===== src/hw/encoderPkg.sv =====
// ========================================
// wheel encoder types
// ========================================
package encoderPkg;

	// propulsion left, propulsion right, odometry left, odometry right
	localparam int NumAxes = 4;

	// rising edges of one channel within one window
	typedef logic [15:0] edgeCountT;

	// (A + B) / 2 over one window
	typedef logic [15:0] speedT;

	typedef logic [NumAxes-1:0] axisMaskT; // one bit per axis, same order as above

endpackage


===== src/hw/turretPkg.sv =====
// ========================================
// laser turret types
// ========================================
package turretPkg;

	// turret ticks counted since the last sync pulse
	typedef logic [15:0] angleT;

	// beam filter states
	typedef enum logic [1:0] {
		Idle,    // no beam seen
		Receive, // laser on the receiver
		Gap      // dropout, may still be a glitch
	} beamStateT;

	typedef logic [5:0] gapCountT; // turret ticks spent in Gap

endpackage


===== src/hw/sensorEdgeIf.sv =====
`timescale 1ns/1ns

// sensor lines after synchronization, as pulses and levels on CLOCK_50
interface sensorEdgeIf import encoderPkg::*; ();

	axisMaskT axisARise;  // channel A rise, one clock
	axisMaskT axisBRise;  // channel B rise, one clock
	axisMaskT axisBLevel; // channel B level, aligned with the pulses
	logic     turretTick; // turret encoder A rise
	logic     turretSync; // once per turret turn
	logic     beamSign;   // laser receive level

	modport source (
		output axisARise,
		output axisBRise,
		output axisBLevel,
		output turretTick,
		output turretSync,
		output beamSign
	);

	modport sink (
		input axisARise,
		input axisBRise,
		input axisBLevel,
		input turretTick,
		input turretSync,
		input beamSign
	);

endinterface


===== src/hw/axisSpeed.sv =====
`timescale 1ns/1ns

module axisSpeed import encoderPkg::*; #(
	parameter axisMaskT DirInvert = '0 // mirrored wheels count the other way
) (
	input  logic      CLOCK_50,
	input  logic      reset,
	sensorEdgeIf.sink edges,
	input  logic      windowEnd,
	output speedT     speed [NumAxes],
	output axisMaskT  direction
);

	edgeCountT countA [NumAxes];
	edgeCountT countB [NumAxes];

	// average of both channels, remainder dropped
	function automatic speedT halfSum(input edgeCountT a, input edgeCountT b);
		logic [$bits(edgeCountT):0] total;
		total = a + b;
		return speedT'(total >> 1);
	endfunction

	// ========================================
	// edge counters
	// ========================================
	always_ff @(posedge CLOCK_50, posedge reset) begin
		if (reset) begin
			for (int i = 0; i < NumAxes; i++) begin
				countA[i] <= '0;
				countB[i] <= '0;
			end
		end else begin
			for (int i = 0; i < NumAxes; i++) begin
				if (windowEnd) begin
					// an edge in the last cycle belongs to the new window
					countA[i] <= edgeCountT'(edges.axisARise[i]);
					countB[i] <= edgeCountT'(edges.axisBRise[i]);
				end else begin
					countA[i] <= countA[i] + edgeCountT'(edges.axisARise[i]);
					countB[i] <= countB[i] + edgeCountT'(edges.axisBRise[i]);
				end
			end
		end
	end

	// ========================================
	// speed latch and direction
	// ========================================
	always_ff @(posedge CLOCK_50, posedge reset) begin
		if (reset) begin
			for (int i = 0; i < NumAxes; i++) begin
				speed[i] <= '0;
			end
		end else if (windowEnd) begin
			for (int i = 0; i < NumAxes; i++) begin
				speed[i] <= halfSum(countA[i], countB[i]);
			end
		end
	end

	// B level seen on an A rise gives the rotation sense
	always_ff @(posedge CLOCK_50, posedge reset) begin
		if (reset) begin
			direction <= '0;
		end else begin
			for (int i = 0; i < NumAxes; i++) begin
				if (edges.axisARise[i]) begin
					direction[i] <= edges.axisBLevel[i] ^ DirInvert[i];
				end
			end
		end
	end

endmodule


===== src/hw/beamCapture.sv =====
`timescale 1ns/1ns

module beamCapture import turretPkg::*; (
	input  logic      CLOCK_50,
	input  logic      reset,
	sensorEdgeIf.sink edges,
	input  logic      markStart,
	input  logic      markEnd,
	input  logic      commit,
	output angleT     beamStart,
	output angleT     beamEnd,
	output logic      beamValid,
	output logic      newTurn
);

	angleT angle;        // ticks since last sync
	angleT pendingStart;
	angleT pendingEnd;

	// turret angle and turn toggle
	always_ff @(posedge CLOCK_50, posedge reset) begin
		if (reset) begin
			angle   <= '0;
			newTurn <= 1'b0;
		end else if (edges.turretSync) begin
			angle   <= '0; // sync wins over a tick in the same cycle
			newTurn <= ~newTurn;
		end else if (edges.turretTick) begin
			angle <= angle + 1'b1;
		end
	end

	// beam edges seen so far, not yet confirmed
	always_ff @(posedge CLOCK_50) begin
		if (markStart) begin
			pendingStart <= angle;
		end
		if (markEnd) begin
			pendingEnd <= angle;
		end
	end

	// publish a finished beam
	always_ff @(posedge CLOCK_50, posedge reset) begin
		if (reset) begin
			beamStart <= '0;
			beamEnd   <= '0;
			beamValid <= 1'b0;
		end else begin
			beamValid <= commit; // one clock after commit
			if (commit) begin
				beamStart <= pendingStart;
				beamEnd   <= pendingEnd;
			end
		end
	end

endmodule


===== src/hw/beamFilter.sv =====
`timescale 1ns/1ns

module beamFilter import turretPkg::*; #(
	parameter int GapTicks = 20 // ticks of dropout that really end a beam
) (
	input  logic      CLOCK_50,
	input  logic      reset,
	sensorEdgeIf.sink edges,
	output logic      markStart,
	output logic      markEnd,
	output logic      commit
);

	beamStateT state;
	beamStateT nextState;
	gapCountT  gapCount;
	logic      gapDone;

	// last tick of a dropout long enough to count
	assign gapDone = edges.turretTick && (gapCount == gapCountT'(GapTicks - 1));

	// ========================================
	// beam FSM
	// ========================================
	always_comb begin
		nextState = state;
		markStart = 1'b0;
		markEnd   = 1'b0;
		commit    = 1'b0;
		case (state)
			Idle: begin
				if (edges.beamSign) begin
					markStart = 1'b1;
					nextState = Receive;
				end
			end
			Receive: begin
				if (!edges.beamSign) begin
					markEnd   = 1'b1; // may be replaced if this is a glitch
					nextState = Gap;
				end
			end
			Gap: begin
				if (edges.beamSign) begin
					nextState = Receive; // glitch, bridge it
				end else if (gapDone) begin
					commit    = 1'b1;
					nextState = Idle;
				end
			end
			default: nextState = Idle;
		endcase
	end

	always_ff @(posedge CLOCK_50, posedge reset) begin
		if (reset) begin
			state <= Idle;
		end else begin
			state <= nextState;
		end
	end

	// turret ticks while the laser is gone
	always_ff @(posedge CLOCK_50, posedge reset) begin
		if (reset) begin
			gapCount <= '0;
		end else if (markEnd) begin
			gapCount <= '0;
		end else if (state == Gap && edges.turretTick && !edges.beamSign) begin
			gapCount <= gapCount + 1'b1;
		end
	end

endmodule


===== src/hw/inputSync.sv =====
`timescale 1ns/1ns

module inputSync import encoderPkg::*; (
	input  logic        CLOCK_50,
	input  logic        reset,
	input  axisMaskT    encA,
	input  axisMaskT    encB,
	input  logic        turretEncA,
	input  logic        laserSync,
	input  logic        laserSign,
	sensorEdgeIf.source edges
);

	// all raw lines handled as one vector
	localparam int NumLines = 2 * NumAxes + 3;

	logic [NumLines-1:0] rawIn;
	logic [NumLines-1:0] meta;    // first stage, may go metastable
	logic [NumLines-1:0] stable;  // second stage
	logic [NumLines-1:0] delayed; // previous stable value
	logic [NumLines-1:0] rise;

	assign rawIn = {laserSign, laserSync, turretEncA, encB, encA};

	// two flops, then a registered edge detect
	// so a pulse and its level both show 3 clocks after the pin
	always_ff @(posedge CLOCK_50, posedge reset) begin
		if (reset) begin
			meta    <= '0;
			stable  <= '0;
			delayed <= '0;
			rise    <= '0;
		end else begin
			meta    <= rawIn;
			stable  <= meta;
			delayed <= stable;
			rise    <= stable & ~delayed;
		end
	end

	// split back out by line
	assign edges.axisARise  = rise[NumAxes-1:0];
	assign edges.axisBRise  = rise[2*NumAxes-1:NumAxes];
	assign edges.axisBLevel = delayed[2*NumAxes-1:NumAxes];
	assign edges.turretTick = rise[2*NumAxes];
	assign edges.turretSync = rise[2*NumAxes+1];
	assign edges.beamSign   = delayed[2*NumAxes+2]; // level, not edge

endmodule


===== src/hw/robotSensorTop.sv =====
`timescale 1ns/1ns

module robotSensorTop import encoderPkg::*, turretPkg::*; #(
	parameter int       WindowCycles = 500000,
	parameter int       GapTicks     = 20,
	parameter axisMaskT DirInvert    = 4'b0110 // right wheel and left odometry mirrored
) (
	input  logic     CLOCK_50,
	input  logic     reset,
	input  axisMaskT encA,
	input  axisMaskT encB,
	input  logic     turretEncA,
	input  logic     laserSync,
	input  logic     laserSign,
	output speedT    speed [NumAxes],
	output axisMaskT direction,
	output angleT    beamStart,
	output angleT    beamEnd,
	output logic     beamValid,
	output logic     newTurn
);

	sensorEdgeIf edges ();

	logic windowEnd;
	logic markStart;
	logic markEnd;
	logic commit;

	inputSync inputSync_inst (
		.CLOCK_50   (CLOCK_50),
		.reset      (reset),
		.encA       (encA),
		.encB       (encB),
		.turretEncA (turretEncA),
		.laserSync  (laserSync),
		.laserSign  (laserSign),
		.edges      (edges.source)
	);

	// ========================================
	// wheel speed
	// ========================================
	windowTimer #(.WindowCycles(WindowCycles)) windowTimer_inst (
		.CLOCK_50  (CLOCK_50),
		.reset     (reset),
		.windowEnd (windowEnd)
	);

	axisSpeed #(.DirInvert(DirInvert)) axisSpeed_inst (
		.CLOCK_50  (CLOCK_50),
		.reset     (reset),
		.edges     (edges.sink),
		.windowEnd (windowEnd),
		.speed     (speed),
		.direction (direction)
	);

	// ========================================
	// laser turret
	// ========================================
	beamFilter #(.GapTicks(GapTicks)) beamFilter_inst (
		.CLOCK_50  (CLOCK_50),
		.reset     (reset),
		.edges     (edges.sink),
		.markStart (markStart),
		.markEnd   (markEnd),
		.commit    (commit)
	);

	beamCapture beamCapture_inst (
		.CLOCK_50  (CLOCK_50),
		.reset     (reset),
		.edges     (edges.sink),
		.markStart (markStart),
		.markEnd   (markEnd),
		.commit    (commit),
		.beamStart (beamStart),
		.beamEnd   (beamEnd),
		.beamValid (beamValid),
		.newTurn   (newTurn)
	);

endmodule


===== src/hw/windowTimer.sv =====
`timescale 1ns/1ns

module windowTimer #(
	parameter int WindowCycles = 500000 // 10 ms at 50 MHz
) (
	input  logic CLOCK_50,
	input  logic reset,
	output logic windowEnd
);

	localparam int CountWidth = (WindowCycles > 1) ? $clog2(WindowCycles) : 1;
	localparam logic [CountWidth-1:0] LastCount = CountWidth'(WindowCycles - 1);

	logic [CountWidth-1:0] cycleCount;

	// high during the last count of every window
	assign windowEnd = (cycleCount == LastCount);

	always_ff @(posedge CLOCK_50, posedge reset) begin
		if (reset) begin
			cycleCount <= '0;
		end else if (windowEnd) begin
			cycleCount <= '0; // wrap, next window starts
		end else begin
			cycleCount <= cycleCount + 1'b1;
		end
	end

endmodule


===== config.mk =====
export PLATFORM = sky130hd
export DESIGN_NAME = robotSensorTop
export DESIGN_NICKNAME = d
export VERILOG_FILES = /design/src/hw/encoderPkg.sv /design/src/hw/turretPkg.sv /design/src/hw/sensorEdgeIf.sv /design/src/hw/axisSpeed.sv /design/src/hw/beamCapture.sv /design/src/hw/beamFilter.sv /design/src/hw/inputSync.sv /design/src/hw/robotSensorTop.sv /design/src/hw/windowTimer.sv
export SDC_FILE = /design/constraint.sdc
export NUM_CORES = 1
export LEC_CHECK = 0
export ABC_CLOCK_PERIOD_IN_PS = 12500
export BUFFER_PORTS_ARGS = -buffer_cell sky130_fd_sc_hd__clkbuf_2
export CAP_MARGIN = 5
export CORE_MARGIN = 2
export CORE_UTILIZATION = 45
export CTS_CLUSTER_SIZE = 20
export DETAILED_ROUTE_END_ITERATION = 6
export MAX_ROUTING_LAYER = met4
export PLACE_DENSITY = 0.67
export SYNTH_ARGS = -nofsm -noshare
export SYNTH_HDL_FRONTEND = slang
export SYNTH_HIERARCHICAL = 1
export SYNTH_SLANG_ARGS = --single-unit

===== constraint.sdc =====
create_clock -name CLOCK_50 -period 12.5 [get_ports CLOCK_50]
set_clock_uncertainty 0.05 [all_clocks]
set_input_delay 1.25 -clock CLOCK_50 [delete_from_list [all_inputs] [get_ports CLOCK_50]]
set_output_delay 1.25 -clock CLOCK_50 [all_outputs]
set_load 0.1 [all_outputs]

==> summary.md <==
### Layout
- 1764 — number of nets in the layout
- 0.00887 mm2 — Register Area
- 0.00786 mm2 — area of the multi-input gates
- 14.4% — Area Overhead vs Synth
- 0 — Inserted Diodes
- 3377 — final-layout fill cell count
- 0.174 — share of cells above drive strength 1

### Timing
- 0 — Final Hold Vio Count
- 0 — Final Slew Violations
- 9610 ps — final setup margin
- 0.231 — Period Utilization, post-route
- 346 MHz — f_max
- false — setup repair after global routing missed its margin
- 0 — Finish-stage setup viols
- 0.217 — worst max-slew margin expressed relative to the limit
- 0 ps — total negative setup slack
- 1170 ps — measured slew at the worst slew-check pin
- 2890 ps — final critical-path required period

### Floorplanning
- 0.0394 mm2 — Total Die Area
- 199 um — Vert. Die Dim
- 0.0375 mm2 — Floorplan Core Area
- 199 um — die boundary width
- 71 — Rows
- 115 — Boundary Pins
- 0.454 — starting utilization of the core area

### CTS
- clkbuf_16 — Clk Tree Root Cell
- 0 — hold buffer count at CTS
- 2 — total number of H-tree levels
- 3 — Max Buffers Root-to-Sink
- 560 ps — insertion delay of the later-clocked pin in the worst-skew pair
- 0 — # Post-CTS Setup Buffers
- 40 — Inserted Clock Buffers
- 60 ps — CTS clk-pin slew, worst paths
- 0 — CTS resizes
- built — clock tree from TritonCTS
- 348 — clock sinks

### Worst setup path
- register — crit start category
- 3290 ps — Worst EP arrival
- reg -> reg — critical setup path kind
- windowTimer_inst/cycleCount[0]$_DFF_PP0_ — Worst R2R Start
- register — crit path capture type
- axisSpeed_inst/speed[8]$_DFFE_PP0P_ — end of the worst register-to-register path
- 201 — maximum fanout encountered on the critical timing path
- 9610 ps — R2R setup slack
- 12910 ps — worst path required time
- 9 — reg2reg path depth

### Min path
- inputSync_inst/stable[10]$_DFF_PP0_ — Hold Crit Start
- reg -> reg — Hold/Removal Path Class
- inputSync_inst/delayed[10]$_DFF_PP0_ — Endpoint, Worst Hold
- 0 — worst hold path depth

### Logic synthesis
- 11.0 um2 — average cell area after synthesis
- dfrtp_1 46%, ha_1 5.8%, xor2_1 5.8% — top cells by area in the synthesized netlist
- 348 — number of synthesized register bits
- 0.521 — share of synthesized area occupied by flip-flops and latches
- 0.0170 mm2 — area of the mapped netlist
- 1649 — synthesized net count
- 32 — Post-synth EDFFs
- dfrtp_1 — leading area contributor after synthesis
- dfrtp_1 — top flip-flop cell by instance count after synthesis
- 316 x dfrtp_1, 189 x nor2_1, 112 x xor2_1, 110 x nand2_1, 81 x mux2_2 — top cells by instance count after synthesis
- 6 — Ys Warns
- 0.464 — Synth top area share
- 72 — number of different library cells in the post-synthesis netlist
- 0.908 — async set-reset flop share out of synthesis
- 1553 — Post-Syn Instances
- dfrtp_1 — most instantiated library cell after synthesis

### Routing
- 0 — drc violations
- 1250 um — met3 routed wirelength
- 11700 — DR vias
- 16300 um — wl on met1
- 15400 um — detailed route wirelength on metal2
- 15.3 um — per-cell routed wire length
- 0 — antenna-violating nets left
- 33800 um — wire length after detailed routing
- 5.28 — via density per instance
- 5 — detailed-routing iteration count for the pre-antenna-repair pass
- met4 — Highest Signal Layer
- 620 — starting DRC count in detailed routing

### Pwr
- 0.0000825 V — maximum ir drop on the vdd rail
- 158 mW/mm2 — power density over the cells
- 0.00930 uW — total leakage power

### Global route
- 58000 um — first-pass GRT wire length
- 0 — initial antenna violation count
- 0.185 — combined global-route utilization of all metal layers
- 11600 — vias in the first global route
- 202 — largest net degree at the start of global routing
- 0 — overflow left after global routing

### Outcome
- completed — run status

### Place
- 22600 um — half-perimeter wire length after placement
- 0.878 — final estimated routing congestion in global placement
- 114 — quantity of I/O buffers inserted on ports
- 9360 ps — dpl ws

### Flow run
- 0 — max-cap violation count

-- per-stage QoR --
| stage | utilization | total power (uW) | hold WS [ps] | std cells | instance area [um2] |
|---|---|---|---|---|---|
| after floorplan | - | 1750 | 281 | 1553 | 17000 |
| after global placement | 0.483 | 1870 | 281 | 2137 | 18100 |
| after detailed placement | 0.483 | 1890 | 285 | 2137 | 18100 |
| after CTS | 0.519 | 3120 | 298 | 2208 | 19500 |
| after global routing | 0.519 | 3250 | 300 | 2208 | 19500 |
| final | 0.519 | 3080 | 296 | 2208 | 19500 |
-- power by group --
group / switching, uW / internal (uW) / total [uW]
combinational: 304 / 224 / 528
clock: 460 / 743 / 1200
sequential: 113 / 1230 / 1350
-- how the worst max path moves through the flow --
stage / from / to / slack [ps] / depth (start not counted)
2_1_floorplan: reset / axisSpeed_inst/countA[0]$_DFF_PP0_ / 5860 / 1
3_3_place_gp: reset / axisSpeed_inst/speed[32]$_DFFE_PP0P_ / 9410 / 3
3_5_place_dp: reset / axisSpeed_inst/speed[25]$_DFFE_PP0P_ / 9360 / 3
4_1_cts: windowTimer_inst/cycleCount[0]$_DFF_PP0_ / axisSpeed_inst/speed[8]$_DFFE_PP0P_ / 9480 / 9
5_1_grt: windowTimer_inst/cycleCount[0]$_DFF_PP0_ / axisSpeed_inst/speed[8]$_DFFE_PP0P_ / 9290 / 9
6_report: windowTimer_inst/cycleCount[0]$_DFF_PP0_ / axisSpeed_inst/speed[8]$_DFFE_PP0P_ / 9610 / 9
-- flip-flops by register name, indices dropped and copies added, names as in the netlist, 2 cells and up --
name                           cells
beamFilter_inst/state              2
beamCapture_inst/angle            16
axisSpeed_inst/countB             64
beamFilter_inst/gapCount           6
inputSync_inst/meta               11
axisSpeed_inst/countA             64
inputSync_inst/stable             11
windowTimer_inst/cycleCount       19
beamCapture_inst/pendingEnd       16
beamCapture_inst/pendingStart     16
beamCapture_inst/beamStart        16
axisSpeed_inst/speed              64
axisSpeed_inst/direction           4
inputSync_inst/delayed            11
inputSync_inst/rise               10
beamCapture_inst/beamEnd          16
-- critical path, cell delays in order (launching register included) --
cell      delay (ps)
dfrtp_1          390
ha_1             220
nand4_1          260
nor3_2           300
buf_12           590
inv_1             90
buf_4            290
nor4b_1          360
a211oi_1          90
o211ai_1         110
-- per-layer routing --
metal / GRT usage / vias up
met2: 0.280 / 208
met4: 0.0597 / 0
li1: - / 5721
met3: 0.0319 / 59
met5: - / -
met1: 0.254 / 5673
-- cells by family (layout without fill, tap and decap cells) --
family                   Yosys count  count (layout)  share of synthesized area
buffers and inverters             75             219                     0.0186
flip-flops                       348             348                      0.521
AO/OA/AOI/OAI                    229             229                     0.0874
multiplexers                      92              92                     0.0601
adder cells (fa/ha/maj)           83              83                     0.0627
XOR/XNOR                         171             171                     0.0880
AND/OR/NAND/NOR                  555             555                      0.162
-- area by class of cell --
cell class | count | share of cell area
tap | 511 | 0.0328
timing repair buffer | 120 | 0.0323
inverter | 28 | 0.00578
multi-input combinational | 1130 | 0.404
clock buffer | 59 | 0.0613
sequential | 348 | 0.455
clock inverter | 12 | 0.00880
-- placed cells by master, fill, tap and decap left out, types with 11 or more instances in the layout --
cell,synthesis,routed
o21ai_0,42,42
nand4_1,38,38
nand3_1,78,78
clkbuf_16,0,41
a21o_1,20,20
nor2b_1,30,30
xor2_1,112,112
and3_1,23,23
mux2_2,81,81
clkbuf_2,0,114
nor2_1,189,189
a211oi_1,11,11
or3_1,16,16
dfrtp_1,316,316
inv_1,28,25
xnor2_1,59,59
nand2_1,110,110
a21oi_1,70,70
nor3_1,14,13
ha_1,79,79
and4_1,17,17
edfxtp_1,32,32
Note: power is estimated with default switching activity, not from simulation.
